File: src/source/sram_pkg.sv
`default_nettype none

// chip geometry and the request/completion records shared by ports, arbiter and controller
package sram_pkg;

  // halfword address width of the external chip
  parameter int ADDR_BITS = 20;

  // data bus width, no byte lanes on this part
  parameter int DATA_BITS = 16;

  // requesters that share the single controller
  parameter int NUM_PORTS = 2;

  // one access from a port
  // held stable by the port until granted
  typedef struct packed {
    logic                 valid;
    logic                 write;
    logic [ADDR_BITS-1:0] addr;
    logic [DATA_BITS-1:0] wdata;
  } sram_req_t;

  // completion of an access
  // done pulses for one cycle, rdata only meaningful after a read
  typedef struct packed {
    logic                 done;
    logic [DATA_BITS-1:0] rdata;
  } sram_rsp_t;

endpackage

`default_nettype wire

File: src/source/sram_arbiter.sv
`timescale 1ns/10ps
`default_nettype none

module sram_arbiter #(
  parameter int ADDR_BITS = sram_pkg::ADDR_BITS,
  parameter int DATA_BITS = sram_pkg::DATA_BITS
) (
  input  logic                                          clk,
  input  logic                                          reset,
  // one request and one completion per port
  input  sram_pkg::sram_req_t [sram_pkg::NUM_PORTS-1:0] port_req,
  output logic                [sram_pkg::NUM_PORTS-1:0] port_grant,
  output sram_pkg::sram_rsp_t [sram_pkg::NUM_PORTS-1:0] port_rsp,
  // single controller
  output sram_pkg::sram_req_t                           ctrl_req,
  output logic                                          ctrl_accept,
  input  logic                                          ctrl_ready,
  input  sram_pkg::sram_rsp_t                           ctrl_rsp
);

  import sram_pkg::*;

  // port that wins a tie next time
  logic                 prio;
  // port that owns the access now in the controller
  logic                 owner;
  // index of the granted port
  logic                 sel;
  logic                 sel_write;
  logic [ADDR_BITS-1:0] sel_addr;
  logic [DATA_BITS-1:0] sel_wdata;

  // grant only while the controller can take an access
  always_comb begin
    port_grant = '0;
    sel        = prio;
    if (ctrl_ready) begin
      if (port_req[prio].valid) begin
        port_grant[prio] = 1'b1;
      end else if (port_req[!prio].valid) begin
        port_grant[!prio] = 1'b1;
        sel               = !prio;
      end
    end
  end

  assign ctrl_accept = |port_grant;

  // forward the winner's fields
  assign sel_write = port_req[sel].write;
  assign sel_addr  = port_req[sel].addr;
  assign sel_wdata = port_req[sel].wdata;

  assign ctrl_req = '{
    valid: ctrl_accept,
    write: sel_write,
    addr:  sel_addr,
    wdata: sel_wdata
  };

  // rotate after every grant and remember who owns the access
  always_ff @(posedge clk or posedge reset) begin
    if (reset) begin
      prio  <= 1'b0;
      owner <= 1'b0;
    end else if (ctrl_accept) begin
      prio  <= !sel;
      owner <= sel;
    end
  end

  // completion goes only to the owner, the other port sees nothing
  always_comb begin
    for (int i = 0; i < NUM_PORTS; i++) begin
      if (owner == i[0]) begin
        port_rsp[i] = ctrl_rsp;
      end else begin
        port_rsp[i] = '{done: 1'b0, rdata: {DATA_BITS{1'b0}}};
      end
    end
  end

endmodule

`default_nettype wire

File: config.mk
export PLATFORM = sky130hd
export DESIGN_NAME = sram_arbiter
export DESIGN_NICKNAME = d
export VERILOG_FILES = /design/src/source/sram_pkg.sv /design/src/source/sram_arbiter.sv
export SDC_FILE = /design/constraint.sdc
export NUM_CORES = 1
export LEC_CHECK = 0
export BUFFER_PORTS_ARGS = -buffer_cell sky130_fd_sc_hd__buf_4
export CORE_UTILIZATION = 38
export DETAILED_ROUTE_END_ITERATION = 10
export GPL_ROUTABILITY_DRIVEN = 0
export PLACE_DENSITY = 0.86
export SYNTH_ARGS = -nofsm -noshare
export SYNTH_HDL_FRONTEND = slang
export SYNTH_SLANG_ARGS = --single-unit
File: constraint.sdc
create_clock -name clk -period 3.13 [get_ports clk]
set_input_delay 0.626 -clock clk [delete_from_list [all_inputs] [get_ports clk]]
set_output_delay 0.626 -clock clk [all_outputs]
set_load 0.02 [all_outputs]
# After elaboration in Yosys (flattened, before gate mapping)
# Index checks and enable logic that the tools add are counted.
# W data, S select, Z words.
dict set report op_classes {
  reduce_logical 5
  n_lt_le_gt_ge 5
  mux 18
}
# op n
set ops {}
lappend ops {{$mux W38} 4}
lappend ops {{$mux W37} 2}
lappend ops {{$mux W17} 2}
lappend ops {{$lt A1 B2 Y1 const B} 3}
lappend ops {{$mux W2} 3}
lappend ops {{$mux W1} 5}
lappend ops {{$demux W1 S1} 2}
lappend ops {{$ge A1 B1 Y1 const B} 2}
lappend ops {{$logic_and A1 B1 Y1} 2}
lappend ops {{$logic_not A1 Y1} 2}
lappend ops {{$reduce_or A2 Y1} 1}
dict set report totals {
  inputBits 96
  elab_cells 30
  reg_bits 2
}

# Longest topological paths before layout
# Gate-level depths: netlist of the first run.
dict set report depth {
  depth_word 9
  ltp_mapped 8
}

# Worst setup path before layout of the first run
# Ideal clock, no wire load.
dict set report synth_timing {
  path_kind {flip-flop to output port}
  from {register prio}
  to {output ctrl_req[10] in the netlist's numbering}
  arrival_ns 2.039
  slack_ns 0.465
  path_stages_with_launch 9
  required_ns 2.504
  n_path_buf 4
  cell_sequence {dfrtp_1 -> buf_4 -> buf_2 -> mux2_2 -> ha_1 -> buf_2 -> clkbuf_1 -> o211ai_1 -> o211ai_2}
}
# element line_no
set synth_lines {}
lappend synth_lines {{from (decl)} sram_arbiter.sv:24} ;# logic prio;
lappend synth_lines {{from (signal assigned)} sram_arbiter.sv:67} ;# prio <= !sel;
lappend synth_lines {{to (decl)} sram_arbiter.sv:15} ;# output sram_pkg::sram_req_t ctrl_req,

==> results_dict.tcl, run 1 <==
set metrics [dict create \
    drc 26 \
    skew_ps 5.459 \
    postLayoutCellArea_sq_mm 0.003049 \
    grt_usage_pct 25.58 \
    cpPeakStageDelay_ps 310 \
    cp_cell_sequence "buf_4, mux2_2, ha_1, o21a_2, buf_4, o211ai_1, buf_4" \
    synth_common_cells "o211ai_1 (44), nand3b_1 (37), o21ai_0 (33)" \
    cts_setup_buffers 0 \
    die_height_um 70.74 \
    vias 2489 \
    met3_length_um 571 \
    die_area_sq_mm 0.005004 \
    yosysUniqueCellTypes 26 \
    drive_above_1_share_pct 57.11 \
    met1_length_mm 2.626 \
    ys_warn_count 0 \
    grt_max_degree 79 \
    clk_path_buf_depth 2 \
    start_util_pct 40.40 \
    detail-route-antenna-nets 0 \
    via_per_inst 5.670 \
    wl_per_cell_um 15.38 \
    fp.dieW_um 70.74 \
    setup_viol 0 \
    grt_pass1_wl_mm 10.76 \
    drt_iter0_drc 128 \
    yosysMostFrequentCell "o211ai_1" \
    ir_worst_vdd_v 0.0004812 \
    syn_to_final_growth_pct 69.83 \
    wl_met2_mm 3.492 \
    core_area_sq_mm 0.004444 \
    finalSetupTns_ps 0 \
    period_share_pct 87.04 \
    grt_pass1_vias 2285 \
    finalWirelength_mm 6.754 \
    route.top_layer_used "met4" \
    drv_cap 0 \
    syn-num-nets 337 \
    grt_overflow 0 \
    worstHoldPathType "input pin to asynchronous set/reset pin" \
    cts_tree "built" \
    period_minus_slack_ps 2724 \
    ys_async_sr_fraction_pct 100.0 \
    cpMostUsedCell "buf_4" \
    nets 485 \
    io_buffers 170 \
    antenna_found_initial 0 \
    yosysTopAreaCellShare_pct 20.91 \
    rsz0062_at_grt "no" \
    place_area_sq_mm 0.003004 \
    first_pass_iters 7 \
    clk_latency_ps 210 \
    outcome "finished, violations left" \
    tightest_slew_ps 858.0 \
    cts.htree.levels 1 \
    violations "DRC" \
    syn_inst 240 \
    synth_area_leaders "o211ai_2 (21%), o211ai_1 (18%), nand3b_1 (15%)" \
    hold_buffers 0 \
    synth_top_area_cell "o211ai_2" \
    cts_resized 0 \
    cpMaxStageDelayCell "ha_1" \
    synth_area_sq_mm 0.001795 \
    cts.clk_slew.worst_paths_ps 30 \
    ys_seq_area_share_pct 2.787 \
    end_kind "primary output" \
    worst_setup_path_start_kind "input pin" \
    cts_made_buffers 3 \
    io_pins 171 \
    clock-sinks 2 \
    cellLeakagePower_nw 1.390 \
    arrival_ps 2100 \
    fmax_mhz 367.0 \
    ys_ff_latch 2 \
    crit_path_max_fanout 19 \
    synth_edf_count 0 \
    powerDensity_mw_per_mm2 968.2 \
    maxSlewHeadroom_pct 42.80 \
    hold_viol 0 \
    crit_type "input pin to primary output" \
    cpLargestDelayFamily "buffers and inverters" \
    ys.flop_type "dfrtp_1" \
    row_count 24 \
    cp.buffers_inverters 3 \
    maxSlewViolCount 0 \
    place_hpwl_mm 5.048 \
    root_buffer "clkbuf_8" \
    antenna_cells 0 \
    crit_required_ps 2500 \
    avgSynthCellArea_sq_um 7.481 \
]
==> state kept, by name (all words and copies together), names as in the netlist <==
| register | count |
|---|---|
| prio | 1 |
| owner | 1 |
==> worst reg2reg max path, cell delays in order, from the launching register on <==
cell and delay (ps):
dfrtp_2 380, buf_4 610, nor2b_4 80, o31a_1 350
mux2_4 320
==> layer usage <==
layer  global-route usage (%)  vias to the layer above
met3                    5.271                        6
met2                    46.58                      111
met5                        0                        -
met1                    31.53                     1161
met4                    3.778                        0
li1                         -                     1211
==> layout by cell type, fill, tap and decap left out <==
master / instances
nor2b_4: 3
o22ai_1: 1
o21ai_0: 33
o2bb2ai_1: 1
inv_2: 1
o21a_2: 1
o21ai_1: 4
o211ai_1: 44
nor2b_1: 17
inv_1: 2
o31a_1: 1
clkbuf_8: 3
buf_4: 180
nand2_1: 1
nand3b_1: 37
and2_1: 18
dfrtp_1: 1
dfrtp_2: 1
clkbuf_1: 1
mux2_4: 1
o211ai_2: 30
mux2_2: 1
ha_1: 1
mux2i_1: 1
nor2_1: 3
==> final timing paths <==
check                                 startpoint           endpoint  slack [ps]  cells past startpoint
worst max-delay path                port_req[75]       ctrl_req[36]         410                      7
worst min-delay path                       reset   prio$_DFFE_PP0P_         270                      2
worst max register to register  prio$_DFFE_PP0P_  owner$_DFFE_PP0P_        1260                      4
worst min register to register  prio$_DFFE_PP0P_   prio$_DFFE_PP0P_        1020                      3
max in group asynchronous                  reset   prio$_DFFE_PP0P_        2740                      2
min in group clk                    port_req[75]   prio$_DFFE_PP0P_         870                      4
==> stage by stage <==
step	total power, W	utilization (%)	setup slack [ps]	hold slack (ps)	instances
after floorplan	0.001934	-	465.2	367.2	240
after global placement	0.002809	67.60	423.3	487.1	435
after detailed placement	0.002851	67.60	394.6	489.7	435
after CTS	0.002968	68.61	392.3	266.2	439
after global routing	0.003164	68.61	279.2	278.7	439
final	0.002952	68.61	405.6	267.3	439
==> area by class of cell <==
type | count | area [sq um]
clock buffers | 4 | 45.04
fillers | 413 | 1395
inverters | 3 | 11.26
multi-input cells | 198 | 1525
flip-flops and latches | 2 | 51.30
well taps | 52 | 65.06
repair buffers | 180 | 1351
==> where the power goes <==
| part | switching (W) | internal, W | total [W] |
|---|---|---|---|
| Combinational | 0.00160 | 0.00114 | 0.00275 |
| Sequential | 0.0000590 | 0.0000401 | 0.0000990 |
| Clock | 0.0000218 | 0.0000865 | 0.000108 |
| Total | 0.00168 | 0.00127 | 0.00295 |
==> logic make-up after synthesis <==
family	share of synthesized area (%)
flops	2.788
fa+ha+maj	0.6968
buf+inv	12.61
compound gates	51.36
mux	2.021
simple gates	30.52
No activity file was read; power rests on OpenSTA's default activity.
==> inputs of run 2 (changes only) <==
CELL_PAD_IN_SITES_DETAIL_PLACEMENT = 1   (was unset)
CELL_PAD_IN_SITES_GLOBAL_PLACEMENT = 1   (was unset)
CORE_UTILIZATION = 24   (was 38)
MAX_ROUTING_LAYER = met4   (was unset)
==> run 2 against run 1 <==
The flow now finishes without violations; largest power group unchanged; maximum frequency shrank 3.3%; via count is 1.3% higher; critical endpoint is now ctrl_req[5]; global-route usage decreased by 6.8 points; sequential power decreased by 3.4%; hold slack better by 5.1 ps; critical path depth did not move; wire length increased by 15%.
==> results_dict.tcl, run 2 (synthesized netlist as in run 1, its figures left out) <==
set metrics [dict create \
    die_height_um 88.50 \
    antenna_cells 0 \
    p_sw_w 0.001710 \
    core_area_sq_mm 0.007253 \
    maxSlewViolCount 0 \
    drc 0 \
    skew_ps 4.328 \
    crit_type "input pin to primary output" \
    clk_path_buf_depth 2 \
    cts.clk_slew.worst_paths_ps 30 \
    via_per_inst 5.219 \
    ir_worst_vdd_v 0.0004078 \
    pwr-share-clk_pct 3.7 \
    period_share_pct 89.97 \
    maxSlewHeadroom_pct 43.11 \
    clk_latency_ps 220 \
    grt_pass1_wl_mm 11.32 \
    cts.htree.levels 1 \
    cp.buffers_inverters 3 \
    mostFrequentLayoutCell "buf_4" \
    nets 482 \
    period_minus_slack_ps 2816 \
    drive_above_1_share_pct 56.77 \
    die_area_sq_mm 0.007831 \
    cts_setup_buffers 0 \
    fmax_mhz 355.1 \
    row_count 31 \
    outcome "finished clean" \
    hold_buffers 0 \
    crit_path_max_fanout 39 \
    cts_made_buffers 3 \
    postLayoutSetupSlackWorst_ps 313.8 \
    p_int_w 0.001270 \
    largestRegisters "owner x1, prio x1" \
    grt_max_degree 75 \
    power.share.sequential_pct 3.2 \
    cellLeakagePower_nw 1.383 \
    syn_to_final_growth_pct 73.24 \
    clock-sinks 2 \
    drv_cap 0 \
    grt_usage_pct 18.76 \
    io_pins 171 \
    setup_viol 0 \
    wl_per_cell_um 16.04 \
    arrival_ps 2190 \
    place_hpwl_mm 5.901 \
    rsz0062_at_grt "no" \
    cts_resized 0 \
    cpLargestDelayFamily "buffers and inverters" \
    start_util_pct 24.75 \
    finalWirelength_mm 7.747 \
    cpMaxStageDelayCell "buf_4" \
    drt_iter0_drc 80 \
    cts_tree "built" \
    detail-route-antenna-nets 0 \
    preCtsSetupSlack_ps 330.2 \
    first_pass_iters 4 \
    worst_setup_path_start_kind "input pin" \
    io_buffers 170 \
    tightest_slew_ps 853.3 \
    hold_viol 0 \
    antenna_found_initial 0 \
    vias 2521 \
    crit_required_ps 2500 \
    grt_pass1_vias 2397 \
    powerDensity_mw_per_mm2 958.0 \
    end_kind "primary output" \
    cp_cell_sequence "buf_4, mux2_2, ha_1, buf_4, o211ai_1, o211ai_1, buf_4" \
    final_cell_mix "buf_4 (175), o211ai_1 (44), nand3b_1 (37)" \
    fp.dieW_um 88.50 \
    netSwitchingFraction_pct 57.38 \
    cpPeakStageDelay_ps 370 \
    grt_overflow 0 \
    cpMostUsedCell "buf_4" \
    root_buffer "clkbuf_8" \
    worstHoldPathType "input pin to asynchronous set/reset pin" \
    finalSetupTns_ps 0 \
    combPwrFrac_pct 93.1 \
]
run 2: cell count changes in the layout (fill, tap and decap cells not counted):
cell / previous run / this run
buf_4: 180 / 175
buf_12: 0 / 2
run 2: per-layer routing:
metal / wire, um / part of all wire [%] / global-route usage (%) / up-vias
met4: 201 / 2.6 / 6.598 / 0
met3: 582 / 7.5 / 2.519 / 14
met2: 4020 / 52 / 35.24 / 118
met1: 2943 / 38 / 19.96 / 1185
li1: - / - / - / 1204
met5: 0 / 0 / - / -
run 2: final timing paths:
path                            cells past startpoint           endpoint  slack, ps              from
worst max-delay path                                7        ctrl_req[5]        310      port_req[75]
worst min-delay path                                2   prio$_DFFE_PP0P_        270             reset
worst max register to register                      6  owner$_DFFE_PP0P_       1190  prio$_DFFE_PP0P_
worst min register to register                      3   prio$_DFFE_PP0P_       1010  prio$_DFFE_PP0P_
max in group asynchronous                           2   prio$_DFFE_PP0P_       2740             reset
min in group clk                                    3   prio$_DFFE_PP0P_        890        ctrl_ready
run 2: stage by stage:
step           power [W]  util [%]  hold WS [ps]  instance area [sq um]  instances
5_1_grt         0.003215     42.88         264.9                   3110        483
3_3_place_gp    0.002855     42.26         489.8                   3065        479
4_1_cts         0.003022     42.88         270.4                   3110        483
3_5_place_dp    0.002900     42.26         491.5                   3065        479
2_1_floorplan   0.001934         -         367.2                   1795        240
6_report        0.002980     42.88         272.3                   3110        483
run 2: final cells by class:
type / count / area (sq um)
clock buffers: 4 / 45.04
fillers: 926 / 4143
inverters: 3 / 11.26
multi-input cells: 198 / 1525
flip-flops and latches: 2 / 51.30
well taps: 99 / 123.9
repair buffers: 177 / 1354
run 2: power by group through the flow:
stage | Combinational [W] | Clock, W | Sequential, W
after detailed placement | 0.00280 | 0 | 0.0000975
after global routing | 0.00299 | 0.000117 | 0.000104
after floorplan | 0.00188 | 0 | 0.0000526
final | 0.00277 | 0.000111 | 0.0000956
after CTS | 0.00281 | 0.000113 | 0.0000973
after global placement | 0.00276 | 0 | 0.0000949
