--- config.mk ---
export PLATFORM = sky130hd
export DESIGN_NAME = axil_sram_port
export DESIGN_NICKNAME = d
export VERILOG_FILES = /design/src/source/axil_pkg.sv /design/src/source/sram_pkg.sv /design/src/source/axil_sram_port.sv
export SDC_FILE = /design/constraint.sdc
export NUM_CORES = 1
export LEC_CHECK = 0
export BUFFER_PORTS_ARGS = -buffer_cell sky130_fd_sc_hd__buf_2
export CAP_MARGIN = 5
export CORE_MARGIN = 3
export CORE_UTILIZATION = 43
export CTS_BUF_LIST = sky130_fd_sc_hd__clkbuf_16
export DETAILED_ROUTE_END_ITERATION = 10
export PLACE_DENSITY = 0.75
export SYNTH_ARGS = -nofsm -noshare
export SYNTH_HDL_FRONTEND = slang
export SYNTH_SLANG_ARGS = --single-unit
--- constraint.sdc ---
create_clock -name clk -period 3.2 [get_ports clk]
set_input_delay 0.32 -clock clk [delete_from_list [all_inputs] [get_ports clk]]
set_output_delay 0.32 -clock clk [all_outputs]
set_load 0.02 [all_outputs]
--- src/source/axil_pkg.sv ---
`default_nettype none

// AXI4-Lite channel payloads
// valid and ready travel beside these as plain ports
package axil_pkg;

  parameter int AXIL_ADDR_BITS = 32;
  parameter int AXIL_DATA_BITS = 32;

  // one strobe bit per byte lane
  parameter int AXIL_STRB_BITS = AXIL_DATA_BITS / 8;

  // response codes, this subsystem only ever answers OKAY
  typedef enum logic [1:0] {
    AXIL_OKAY   = 2'b00,
    AXIL_SLVERR = 2'b10
  } axil_resp_e;

  // write address channel
  typedef struct packed {
    logic [AXIL_ADDR_BITS-1:0] addr;
  } axil_aw_t;

  // write data channel
  typedef struct packed {
    logic [AXIL_DATA_BITS-1:0] data;
    logic [AXIL_STRB_BITS-1:0] strb;
  } axil_w_t;

  // write response channel
  typedef struct packed {
    axil_resp_e resp;
  } axil_b_t;

  // read address channel
  typedef struct packed {
    logic [AXIL_ADDR_BITS-1:0] addr;
  } axil_ar_t;

  // read data channel
  typedef struct packed {
    logic [AXIL_DATA_BITS-1:0] data;
    axil_resp_e                resp;
  } axil_r_t;

endpackage

`default_nettype wire

--- src/source/sram_pkg.sv ---
`default_nettype none

// chip geometry and the request/completion records shared by ports, arbiter and controller
package sram_pkg;

  // halfword address width of the external chip
  parameter int ADDR_BITS = 20;

  // data bus width, no byte lanes on this part
  parameter int DATA_BITS = 16;

  // requesters that share the single controller
  parameter int NUM_PORTS = 2;

  // one access from a port
  // held stable by the port until granted
  typedef struct packed {
    logic                 valid;
    logic                 write;
    logic [ADDR_BITS-1:0] addr;
    logic [DATA_BITS-1:0] wdata;
  } sram_req_t;

  // completion of an access
  // done pulses for one cycle, rdata only meaningful after a read
  typedef struct packed {
    logic                 done;
    logic [DATA_BITS-1:0] rdata;
  } sram_rsp_t;

endpackage

`default_nettype wire

--- src/source/axil_sram_port.sv ---
`timescale 1ns/10ps
`default_nettype none

module axil_sram_port #(
  parameter int ADDR_BITS = sram_pkg::ADDR_BITS,
  parameter int DATA_BITS = sram_pkg::DATA_BITS
) (
  input  logic                clk,
  input  logic                reset,
  // write address channel
  input  logic                awvalid,
  output logic                awready,
  input  axil_pkg::axil_aw_t  aw,
  // write data channel, strobes are not used by the chip
  input  logic                wvalid,
  output logic                wready,
  input  axil_pkg::axil_w_t   w,
  // write response channel
  output logic                bvalid,
  input  logic                bready,
  output axil_pkg::axil_b_t   b,
  // read address channel
  input  logic                arvalid,
  output logic                arready,
  input  axil_pkg::axil_ar_t  ar,
  // read data channel
  output logic                rvalid,
  input  logic                rready,
  output axil_pkg::axil_r_t   r,
  // toward the arbiter
  output sram_pkg::sram_req_t sram_req,
  input  logic                grant,
  input  sram_pkg::sram_rsp_t sram_rsp
);

  import axil_pkg::*;

  typedef enum logic [1:0] {
    ST_IDLE,
    ST_REQ,
    ST_WAIT,
    ST_RESP
  } state_e;

  state_e                    state;
  // goes high one cycle after reset so the ready outputs open late
  logic                      up;
  logic                      op_read;
  logic                      last_read;
  logic                      aw_held;
  logic                      w_held;
  logic                      ar_held;
  logic [AXIL_ADDR_BITS-1:0] aw_addr_q;
  logic [AXIL_ADDR_BITS-1:0] ar_addr_q;
  logic [AXIL_DATA_BITS-1:0] w_data_q;
  logic [ADDR_BITS-1:0]      req_addr_q;
  logic [DATA_BITS-1:0]      req_wdata_q;
  logic [DATA_BITS-1:0]      rdata_q;
  logic                      aw_fire;
  logic                      w_fire;
  logic                      ar_fire;
  logic                      b_fire;
  logic                      r_fire;
  logic                      rd_busy;
  logic                      wr_busy;
  logic                      rd_now;
  logic                      wr_now;
  logic                      issue_rd;
  logic                      issue_wr;
  logic [AXIL_ADDR_BITS-1:0] rd_addr;
  logic [AXIL_ADDR_BITS-1:0] wr_addr;
  logic [AXIL_DATA_BITS-1:0] wr_data;

  // a channel stays closed while its own access is in flight or unanswered
  assign rd_busy = (state != ST_IDLE) && op_read;
  assign wr_busy = (state != ST_IDLE) && !op_read;

  assign awready = up && !aw_held && !wr_busy;
  assign wready  = up && !w_held && !wr_busy;
  assign arready = up && !ar_held && !rd_busy;

  assign aw_fire = awvalid && awready;
  assign w_fire  = wvalid && wready;
  assign ar_fire = arvalid && arready;
  assign b_fire  = bvalid && bready;
  assign r_fire  = rvalid && rready;

  // work available now, either held or arriving this edge
  assign rd_now  = ar_held || ar_fire;
  assign wr_now  = (aw_held || aw_fire) && (w_held || w_fire);
  assign rd_addr = ar_held ? ar_addr_q : ar.addr;
  assign wr_addr = aw_held ? aw_addr_q : aw.addr;
  assign wr_data = w_held ? w_data_q : w.data;

  // when both kinds wait, take the one not served last
  assign issue_rd = (state == ST_IDLE) && rd_now && (!wr_now || !last_read);
  assign issue_wr = (state == ST_IDLE) && wr_now && !issue_rd;

  always_ff @(posedge clk or posedge reset) begin
    if (reset) begin
      up        <= 1'b0;
      state     <= ST_IDLE;
      op_read   <= 1'b0;
      last_read <= 1'b0;
      aw_held   <= 1'b0;
      w_held    <= 1'b0;
      ar_held   <= 1'b0;
    end else begin
      up <= 1'b1;
      if (aw_fire) begin
        aw_held <= 1'b1;
      end
      if (w_fire) begin
        w_held <= 1'b1;
      end
      if (ar_fire) begin
        ar_held <= 1'b1;
      end
      case (state)
        ST_IDLE: begin
          // issuing consumes the held channels, overriding a same-edge capture
          if (issue_rd) begin
            ar_held   <= 1'b0;
            op_read   <= 1'b1;
            last_read <= 1'b1;
            state     <= ST_REQ;
          end else if (issue_wr) begin
            aw_held   <= 1'b0;
            w_held    <= 1'b0;
            op_read   <= 1'b0;
            last_read <= 1'b0;
            state     <= ST_REQ;
          end
        end
        ST_REQ: begin
          // grant already implies the controller took it
          if (grant) begin
            state <= ST_WAIT;
          end
        end
        ST_WAIT: begin
          if (sram_rsp.done) begin
            state <= ST_RESP;
          end
        end
        ST_RESP: begin
          if (b_fire || r_fire) begin
            state <= ST_IDLE;
          end
        end
        default: begin
          state <= ST_IDLE;
        end
      endcase
    end
  end

  // channel payloads and the outgoing request
  always_ff @(posedge clk) begin
    if (aw_fire) begin
      aw_addr_q <= aw.addr;
    end
    if (w_fire) begin
      w_data_q <= w.data;
    end
    if (ar_fire) begin
      ar_addr_q <= ar.addr;
    end
    // byte address to halfword address, bit 0 dropped
    if (issue_rd) begin
      req_addr_q <= rd_addr[ADDR_BITS:1];
    end else if (issue_wr) begin
      req_addr_q  <= wr_addr[ADDR_BITS:1];
      req_wdata_q <= wr_data[DATA_BITS-1:0];
    end
    if ((state == ST_WAIT) && sram_rsp.done && op_read) begin
      rdata_q <= sram_rsp.rdata;
    end
  end

  assign sram_req = '{
    valid: (state == ST_REQ),
    write: !op_read,
    addr:  req_addr_q,
    wdata: req_wdata_q
  };

  // responses hold until the master takes them
  assign bvalid = (state == ST_RESP) && !op_read;
  assign rvalid = (state == ST_RESP) && op_read;
  assign b      = '{resp: AXIL_OKAY};
  // halfword zero-extended onto the 32-bit bus
  assign r      = '{data: {{(AXIL_DATA_BITS-DATA_BITS){1'b0}}, rdata_q}, resp: AXIL_OKAY};

endmodule

`default_nettype wire

# [Word-level counts from Yosys, hierarchy flattened]
# Index checks and enable logic that the tools add are counted.
# W data, S select, Z words.
[classes] eq_ne=7 n_mux=24 bitwise_logic=1 n_reduce_logical=41
[op_table] op="$mux W21" n=2
[op_table] op="$mux W20" n=2
[op_table] op="$logic_and A1 B1 Y1" n=22
[op_table] op="$mux W16" n=1
[op_table] op="$mux W1" n=13
[op_table] op="$mux W2" n=5
[op_table] op="$logic_not A1 Y1" n=8
[op_table] op="$pmux W2 S4" n=1
[op_table] op="$logic_or A1 B1 Y1" n=5
[op_table] op="$eq A2 B2 Y1 const B" n=2
[op_table] op="$ne A2 B2 Y1 const B" n=2
[op_table] op="$reduce_and A2 Y1" n=2
[op_table] op="$reduce_and A4 Y1" n=1
[op_table] op="$reduce_bool A2 Y1" n=2
[op_table] op="$ne A3 B3 Y1 const B" n=1
[op_table] op="$eq A2 B1 Y1 const B" n=1
[op_table] op="$logic_not A2 Y1" n=1
[op_table] op="$ne A2 B1 Y1 const B" n=1
[op_table] op="$not A1 Y1" n=1
[word_totals] ff_bits=117 inputBits=125 out_inout_bits=79 elab_cells=85

# [Depth between registers and ports, before layout]
[depth] depth_word=15 mapped_depth=8 mapped_depth_nobuf=6

# [Worst setup path before layout]
# OpenSTA, ideal clock, no wires.
[synth_path] path_type="flip-flop to flip-flop" start="register state[0]" end="register req_addr_q[0], enable pin" setup_time_ns=0.428 arrival_time_ns=2.587 t_required_ns=2.772 path_slack_ns=0.185 path_stages_with_launch=7 path_buffers=1 period_less_slack_ns=3.015 path_cell_list="dfrtp_1 -> inv_1 -> ha_1 -> buf_2 -> o211a_1 -> o22ai_2 -> a21boi_0"
[synth_between] elab_chain_len=13 elab_cells_between_ends=24
[synth_rtl] item="start: declaration" line="axil_sram_port.sv:45" source="state_e state;"
[synth_rtl] item="start signal: assignment" line="axil_sram_port.sv:102" source="state <= ST_IDLE;"
[synth_rtl] item="start signal: assignment" line="axil_sram_port.sv:126" source="state <= ST_REQ;"
[synth_rtl] item="start signal: assignment" line="axil_sram_port.sv:132" source="state <= ST_REQ;"
[synth_rtl] item="$reduce_bool A2 Y1" line="axil_sram_port.sv:75, axil_sram_port.sv:76"
[synth_rtl] item="$logic_and A1 B1 Y1" line="axil_sram_port.sv:76" source="assign wr_busy = (state != ST_IDLE) && !op_read;"
[synth_rtl] item="$logic_not A1 Y1" line="axil_sram_port.sv:78, axil_sram_port.sv:79"
[synth_rtl] item="$logic_and A1 B1 Y1, on equally long branches" line="axil_sram_port.sv:78, axil_sram_port.sv:79"
[synth_rtl] item="$logic_and A1 B1 Y1, on equally long branches" line="axil_sram_port.sv:82, axil_sram_port.sv:83"
[synth_rtl] item="$logic_or A1 B1 Y1" line="axil_sram_port.sv:90" source="assign wr_now = (aw_held || aw_fire) && (w_held || w_fire);"
[synth_rtl] item="$logic_and A1 B1 Y1" line="axil_sram_port.sv:90"
[synth_rtl] item="$logic_not A1 Y1" line="axil_sram_port.sv:96" source="assign issue_rd = (state == ST_IDLE) && rd_now && (!wr_now || !last_read);"
[synth_rtl] item="$logic_or A1 B1 Y1" line="axil_sram_port.sv:96"
[synth_rtl] item="$logic_and A1 B1 Y1" line="axil_sram_port.sv:96"
[synth_rtl] item="$logic_not A1 Y1" line="axil_sram_port.sv:97" source="assign issue_wr = (state == ST_IDLE) && wr_now && !issue_rd;"
[synth_rtl] item="$logic_and A1 B1 Y1" line="axil_sram_port.sv:97"
[synth_rtl] item="$reduce_bool A2 Y1 (no source line) *"
[synth_rtl] item="end signal: assignment" line="axil_sram_port.sv:171" source="req_addr_q <= rd_addr[ADDR_BITS:1];"
[synth_rtl] item="end signal: assignment" line="axil_sram_port.sv:173" source="req_addr_q <= wr_addr[ADDR_BITS:1];"
[synth_rtl] item="end: declaration" line="axil_sram_port.sv:56" source="logic [ADDR_BITS-1:0] req_addr_q;"
# Mark *: on every way between the ends. The rest lies on a longest branch, timed or not.
# A chain may end at the register's enable or synchronous reset.

# [Worst setup path in the final report]
[layout_path] start="register state[0]" end="register req_addr_q[19] (data pin)"
[layout_between] elab_chain_len=11 elab_cells_between_ends=21
[layout_rtl] item="$reduce_bool A2 Y1" line="axil_sram_port.sv:75, axil_sram_port.sv:76"
[layout_rtl] item="$logic_and A1 B1 Y1" line="axil_sram_port.sv:76"
[layout_rtl] item="$logic_not A1 Y1" line="axil_sram_port.sv:78, axil_sram_port.sv:79"
[layout_rtl] item="$logic_and A1 B1 Y1, on equally long branches" line="axil_sram_port.sv:78, axil_sram_port.sv:79"
[layout_rtl] item="$logic_and A1 B1 Y1, on equally long branches" line="axil_sram_port.sv:82, axil_sram_port.sv:83"
[layout_rtl] item="$logic_or A1 B1 Y1" line="axil_sram_port.sv:90"
[layout_rtl] item="$logic_and A1 B1 Y1" line="axil_sram_port.sv:90"
[layout_rtl] item="$logic_not A1 Y1" line="axil_sram_port.sv:96"
[layout_rtl] item="$logic_or A1 B1 Y1" line="axil_sram_port.sv:96"
[layout_rtl] item="$logic_and A1 B1 Y1 *" line="axil_sram_port.sv:96"
[layout_rtl] item="$mux W20 *" line="axil_sram_port.sv:170" source="if (issue_rd) begin"
# Marks and branches as above.

==> results by group <==
Synth
  – Post-synthesis simple-gate area fraction: 1.899%
  – Largest family of logic cells by synthesized area: multiplexers
  – Top-area cell type share of the netlist area: 68.35%
  – Cell taking the most area after synthesis: edfxtp_1
  – Post-synthesis mux area share: 16.90%
  – Synth Register Bits: 115
  – Avg Inst Size Synth: 17.70 um2
  – Post-synth ARST share: 6.087%
  – Most used DFF post-synth: edfxtp_1
  – Mapped cell area: 4745 um2
  – Ys Warns: 0
  – Synth Area in Compound Gates: 2.716%
  – Area share of xor/xnor cells in the synthesized design: 0%
  – Largest cells by area after synthesis: edfxtp_1 (68%), mux2i_1 (13%), mux2_2 (3.8%), dfrtp_1 (3.7%), buf_4 (3.2%)
  – Sequential area share after synthesis: 72.05%
  – Post-synthesis adder-cell area fraction: 1.055%
  – EDFF count, synth: 108
  – Post-synth cell types: 28
  – Gate Count Post-Synth: 268

Detailed routing
  – Initial drt markers: 133
  – Post-route antenna net violation count: 0
  – Mean number of vias per cell: 4.859
  – Vias: 2755
  – DRT Wirelength: 9.819 mm
  – DR DRC count: 0
  – Drt first pass iters: 4
  – Routed wire length per instance: 17.32 um

Critical path
  – Crit Path Class: flip-flop to flip-flop
  – CP Capture Type: flip-flop
  – Flop-to-flop setup slack: 0.83 ns
  – CP arrival: 2.49 ns
  – FF-to-FF End: req_addr_q[19]
  – Critical path data required time: 3.32 ns
  – Worst R2R Start: state[0]
  – Startpoint Class: flip-flop
  – R2r worst-path depth: 6
  – Top fanout value on the critical path: 20

STA
  – Worst Clk Skew: 0.01132 ns
  – Endpoints failing setup: 0
  – Fmax: 0.4222 GHz
  – Final Max Tran Viols: 0
  – Hold Fails Final Rpt: 0
  – Minimum clock period: 2.369 ns
  – Setup Total Neg Slack: 0 ns
  – Final period utilization: 74.03%
  – Max_slew headroom: 44.28%
  – Hold_ws: 0.1037 ns
  – Unrepaired setup endpoints after global routing: false
  – Worst-Margin Slew: 0.8358 ns

Floorplanning
  – Die Y: 111.0 um
  – Full die area: 12330 um2
  – Starting Density: 45.15%
  – Cell Rows: 37
  – Total I/O pin count: 204
  – Die width: 111.0 um
  – Core Region: 10510 um2

Global routing
  – Largest net degree at the start of global routing: 24
  – Initial antenna violation count: 0
  – First-pass GRT wire length: 15.57 mm
  – Gr ovfl total: 0
  – GRT Total Usage: 16.17%
  – Vias in the first global route: 3015

Layout
  – Nets: 549
  – Antenna Cells: 0
  – Layout area overhead: 28.24%
  – Post-route cell area: 6085 um2
  – Layout cell share with drive strength beyond 1: 44.78%

Min path
  – Worst Hold Depth: 1
  – Min-Delay Startpoint: sram_rsp[9]
  – Worst Hold Class: input pin to flip-flop
  – Hold EP: rdata_q[9]

Placement
  – Dpl hpwl: 6.567 mm
  – # port buffers: 139
  – Placed cell areas: 5505 um2
  – Gpl congestion: 0.7150

Power
  – Worst vdd rail ir drop: 405.9 uV
  – Power density over the cells: 912.2 nW/um2
  – Leakage power: 2.634 nW

Outcome
  – Status: finished, final reports clean

Clock network
  – PostCTS Resize Cnt: 0
  – Longest Clk Path Bufs: 2
  – CTS buffer count: 17
  – Clock transition at path regs: 0.05 ns
  – H-tree depth: 4
  – TritonCTS clock tree: yes
  – Clock root buffer master: clkbuf_16
  – Post-CTS Hold Buffers: 1
  – Clock insertion delay at the later pin of the skew report: 0.40 ns
  – CTS sink cnt: 115
  – Post-CTS setup buffer count: 0

Run
  – Max cap viols: 0
placed cells by master, fill, tap and decap left out, drive strengths merged, types with 2 or more instances in the layout:
master    netlist  final
and2            4      4
buf            29    145
bufinv          0      3
clkbuf          3     17
clkinv          0      8
clkinvlp        0      2
conb            2     21
dfrtp           7      7
edfxtp        108    108
ha              4      4
inv             6      6
mux2           17     17
mux2i          61     61
nor2            9      9
nor2b           3      3
o211a           3      3
o21ai           2      2
report_power, final:
group	internal [mW]	leakage, nW	switching [mW]
clock	1.20	0.274	0.623
sequential	2.05	1.07	0.152
combinational	0.603	1.29	0.921
total	3.85	2.63	1.70
critical path, cell delays in order, from the launching register on:
cell and delay, ns:
dfrtp_1 0.41, inv_1 0.10, ha_1 0.41, o211a_1 0.26
o221ai_2 0.13, nand2_2 0.59, mux2i_1 0.18
worst max-delay path by stage:
stage | from | end | slack [ns] | depth (start not counted)
floorplan | state[0] | req_addr_q[0] | 0.19 | 6
global placement | state[0] | req_addr_q[5] | 0.89 | 6
detailed placement | state[0] | req_addr_q[19] | 0.81 | 6
CTS | state[0] | req_addr_q[19] | 0.80 | 6
global route | state[1] | req_addr_q[19] | 0.71 | 6
finish | state[0] | req_addr_q[19] | 0.83 | 6
stage by stage:
stage | instances | utilization [%] | setup slack, ns | power (mW)
after floorplan | 287 | - | 0.1853 | 3.338
after global placement | 536 | 52.39 | 0.8934 | 3.729
after detailed placement | 536 | 52.39 | 0.8117 | 3.772
after CTS | 567 | 57.90 | 0.8025 | 5.630
after global routing | 567 | 57.90 | 0.7051 | 5.821
final | 567 | 57.90 | 0.8312 | 5.550
state kept, by name (all words and copies together) (netlist names):
register     cells
aw_held          1
w_data_q        16
ar_addr_q       20
ar_held          1
state            2
aw_addr_q       20
req_addr_q      20
rdata_q         16
last_read        1
up               1
w_held           1
req_wdata_q     16
cells by family (layout without fill, tap and decap cells):
kind of cell | after synthesis | count (layout)
buffers and inverters | 38 | 182
multiplexers | 78 | 78
flip-flops | 115 | 115
AO/OA/AOI/OAI | 13 | 13
AND/OR/NAND/NOR | 18 | 18
other | 2 | 21
adder cells (fa/ha/maj) | 4 | 4
synth_stat cells, types with 2 or more instances:
| cell type | number |
|---|---|
| nor2_1 | 9 |
| inv_1 | 6 |
| edfxtp_1 | 108 |
| ha_1 | 4 |
| buf_4 | 20 |
| mux2_2 | 16 |
| buf_6 | 3 |
| mux2i_1 | 61 |
| and2_1 | 4 |
| nor2b_1 | 3 |
| o211a_1 | 2 |
| buf_2 | 6 |
| conb_1 | 2 |
| dfrtp_1 | 7 |
| o21ai_0 | 2 |
| clkbuf_1 | 3 |
final cells by class:
| type | count | area, um2 |
|---|---|---|
| Inverter | 6 | 22.52 |
| Timing Repair Buffer | 146 | 750.7 |
| Clock inverter | 13 | 143.9 |
| Fill cell | 831 | 4424 |
| Sequential cell | 115 | 3418 |
| Multi-Input combinational cell | 134 | 1154 |
| Clock buffer | 17 | 425.4 |
| Tap cell | 136 | 170.2 |
metal layers:
metal | vias to the layer above | share of wire [%] | global-route usage [%] | routed length (um)
met5 | - | 0 | 0 | 0
met4 | 0 | 1.1 | 6.488 | 109
met3 | 9 | 7.4 | 5.022 | 724
met2 | 121 | 50 | 26.86 | 4876
met1 | 1344 | 42 | 19.75 | 4108
li1 | 1281 | - | - | -
No activity file was read; power rests on OpenSTA's default activity.
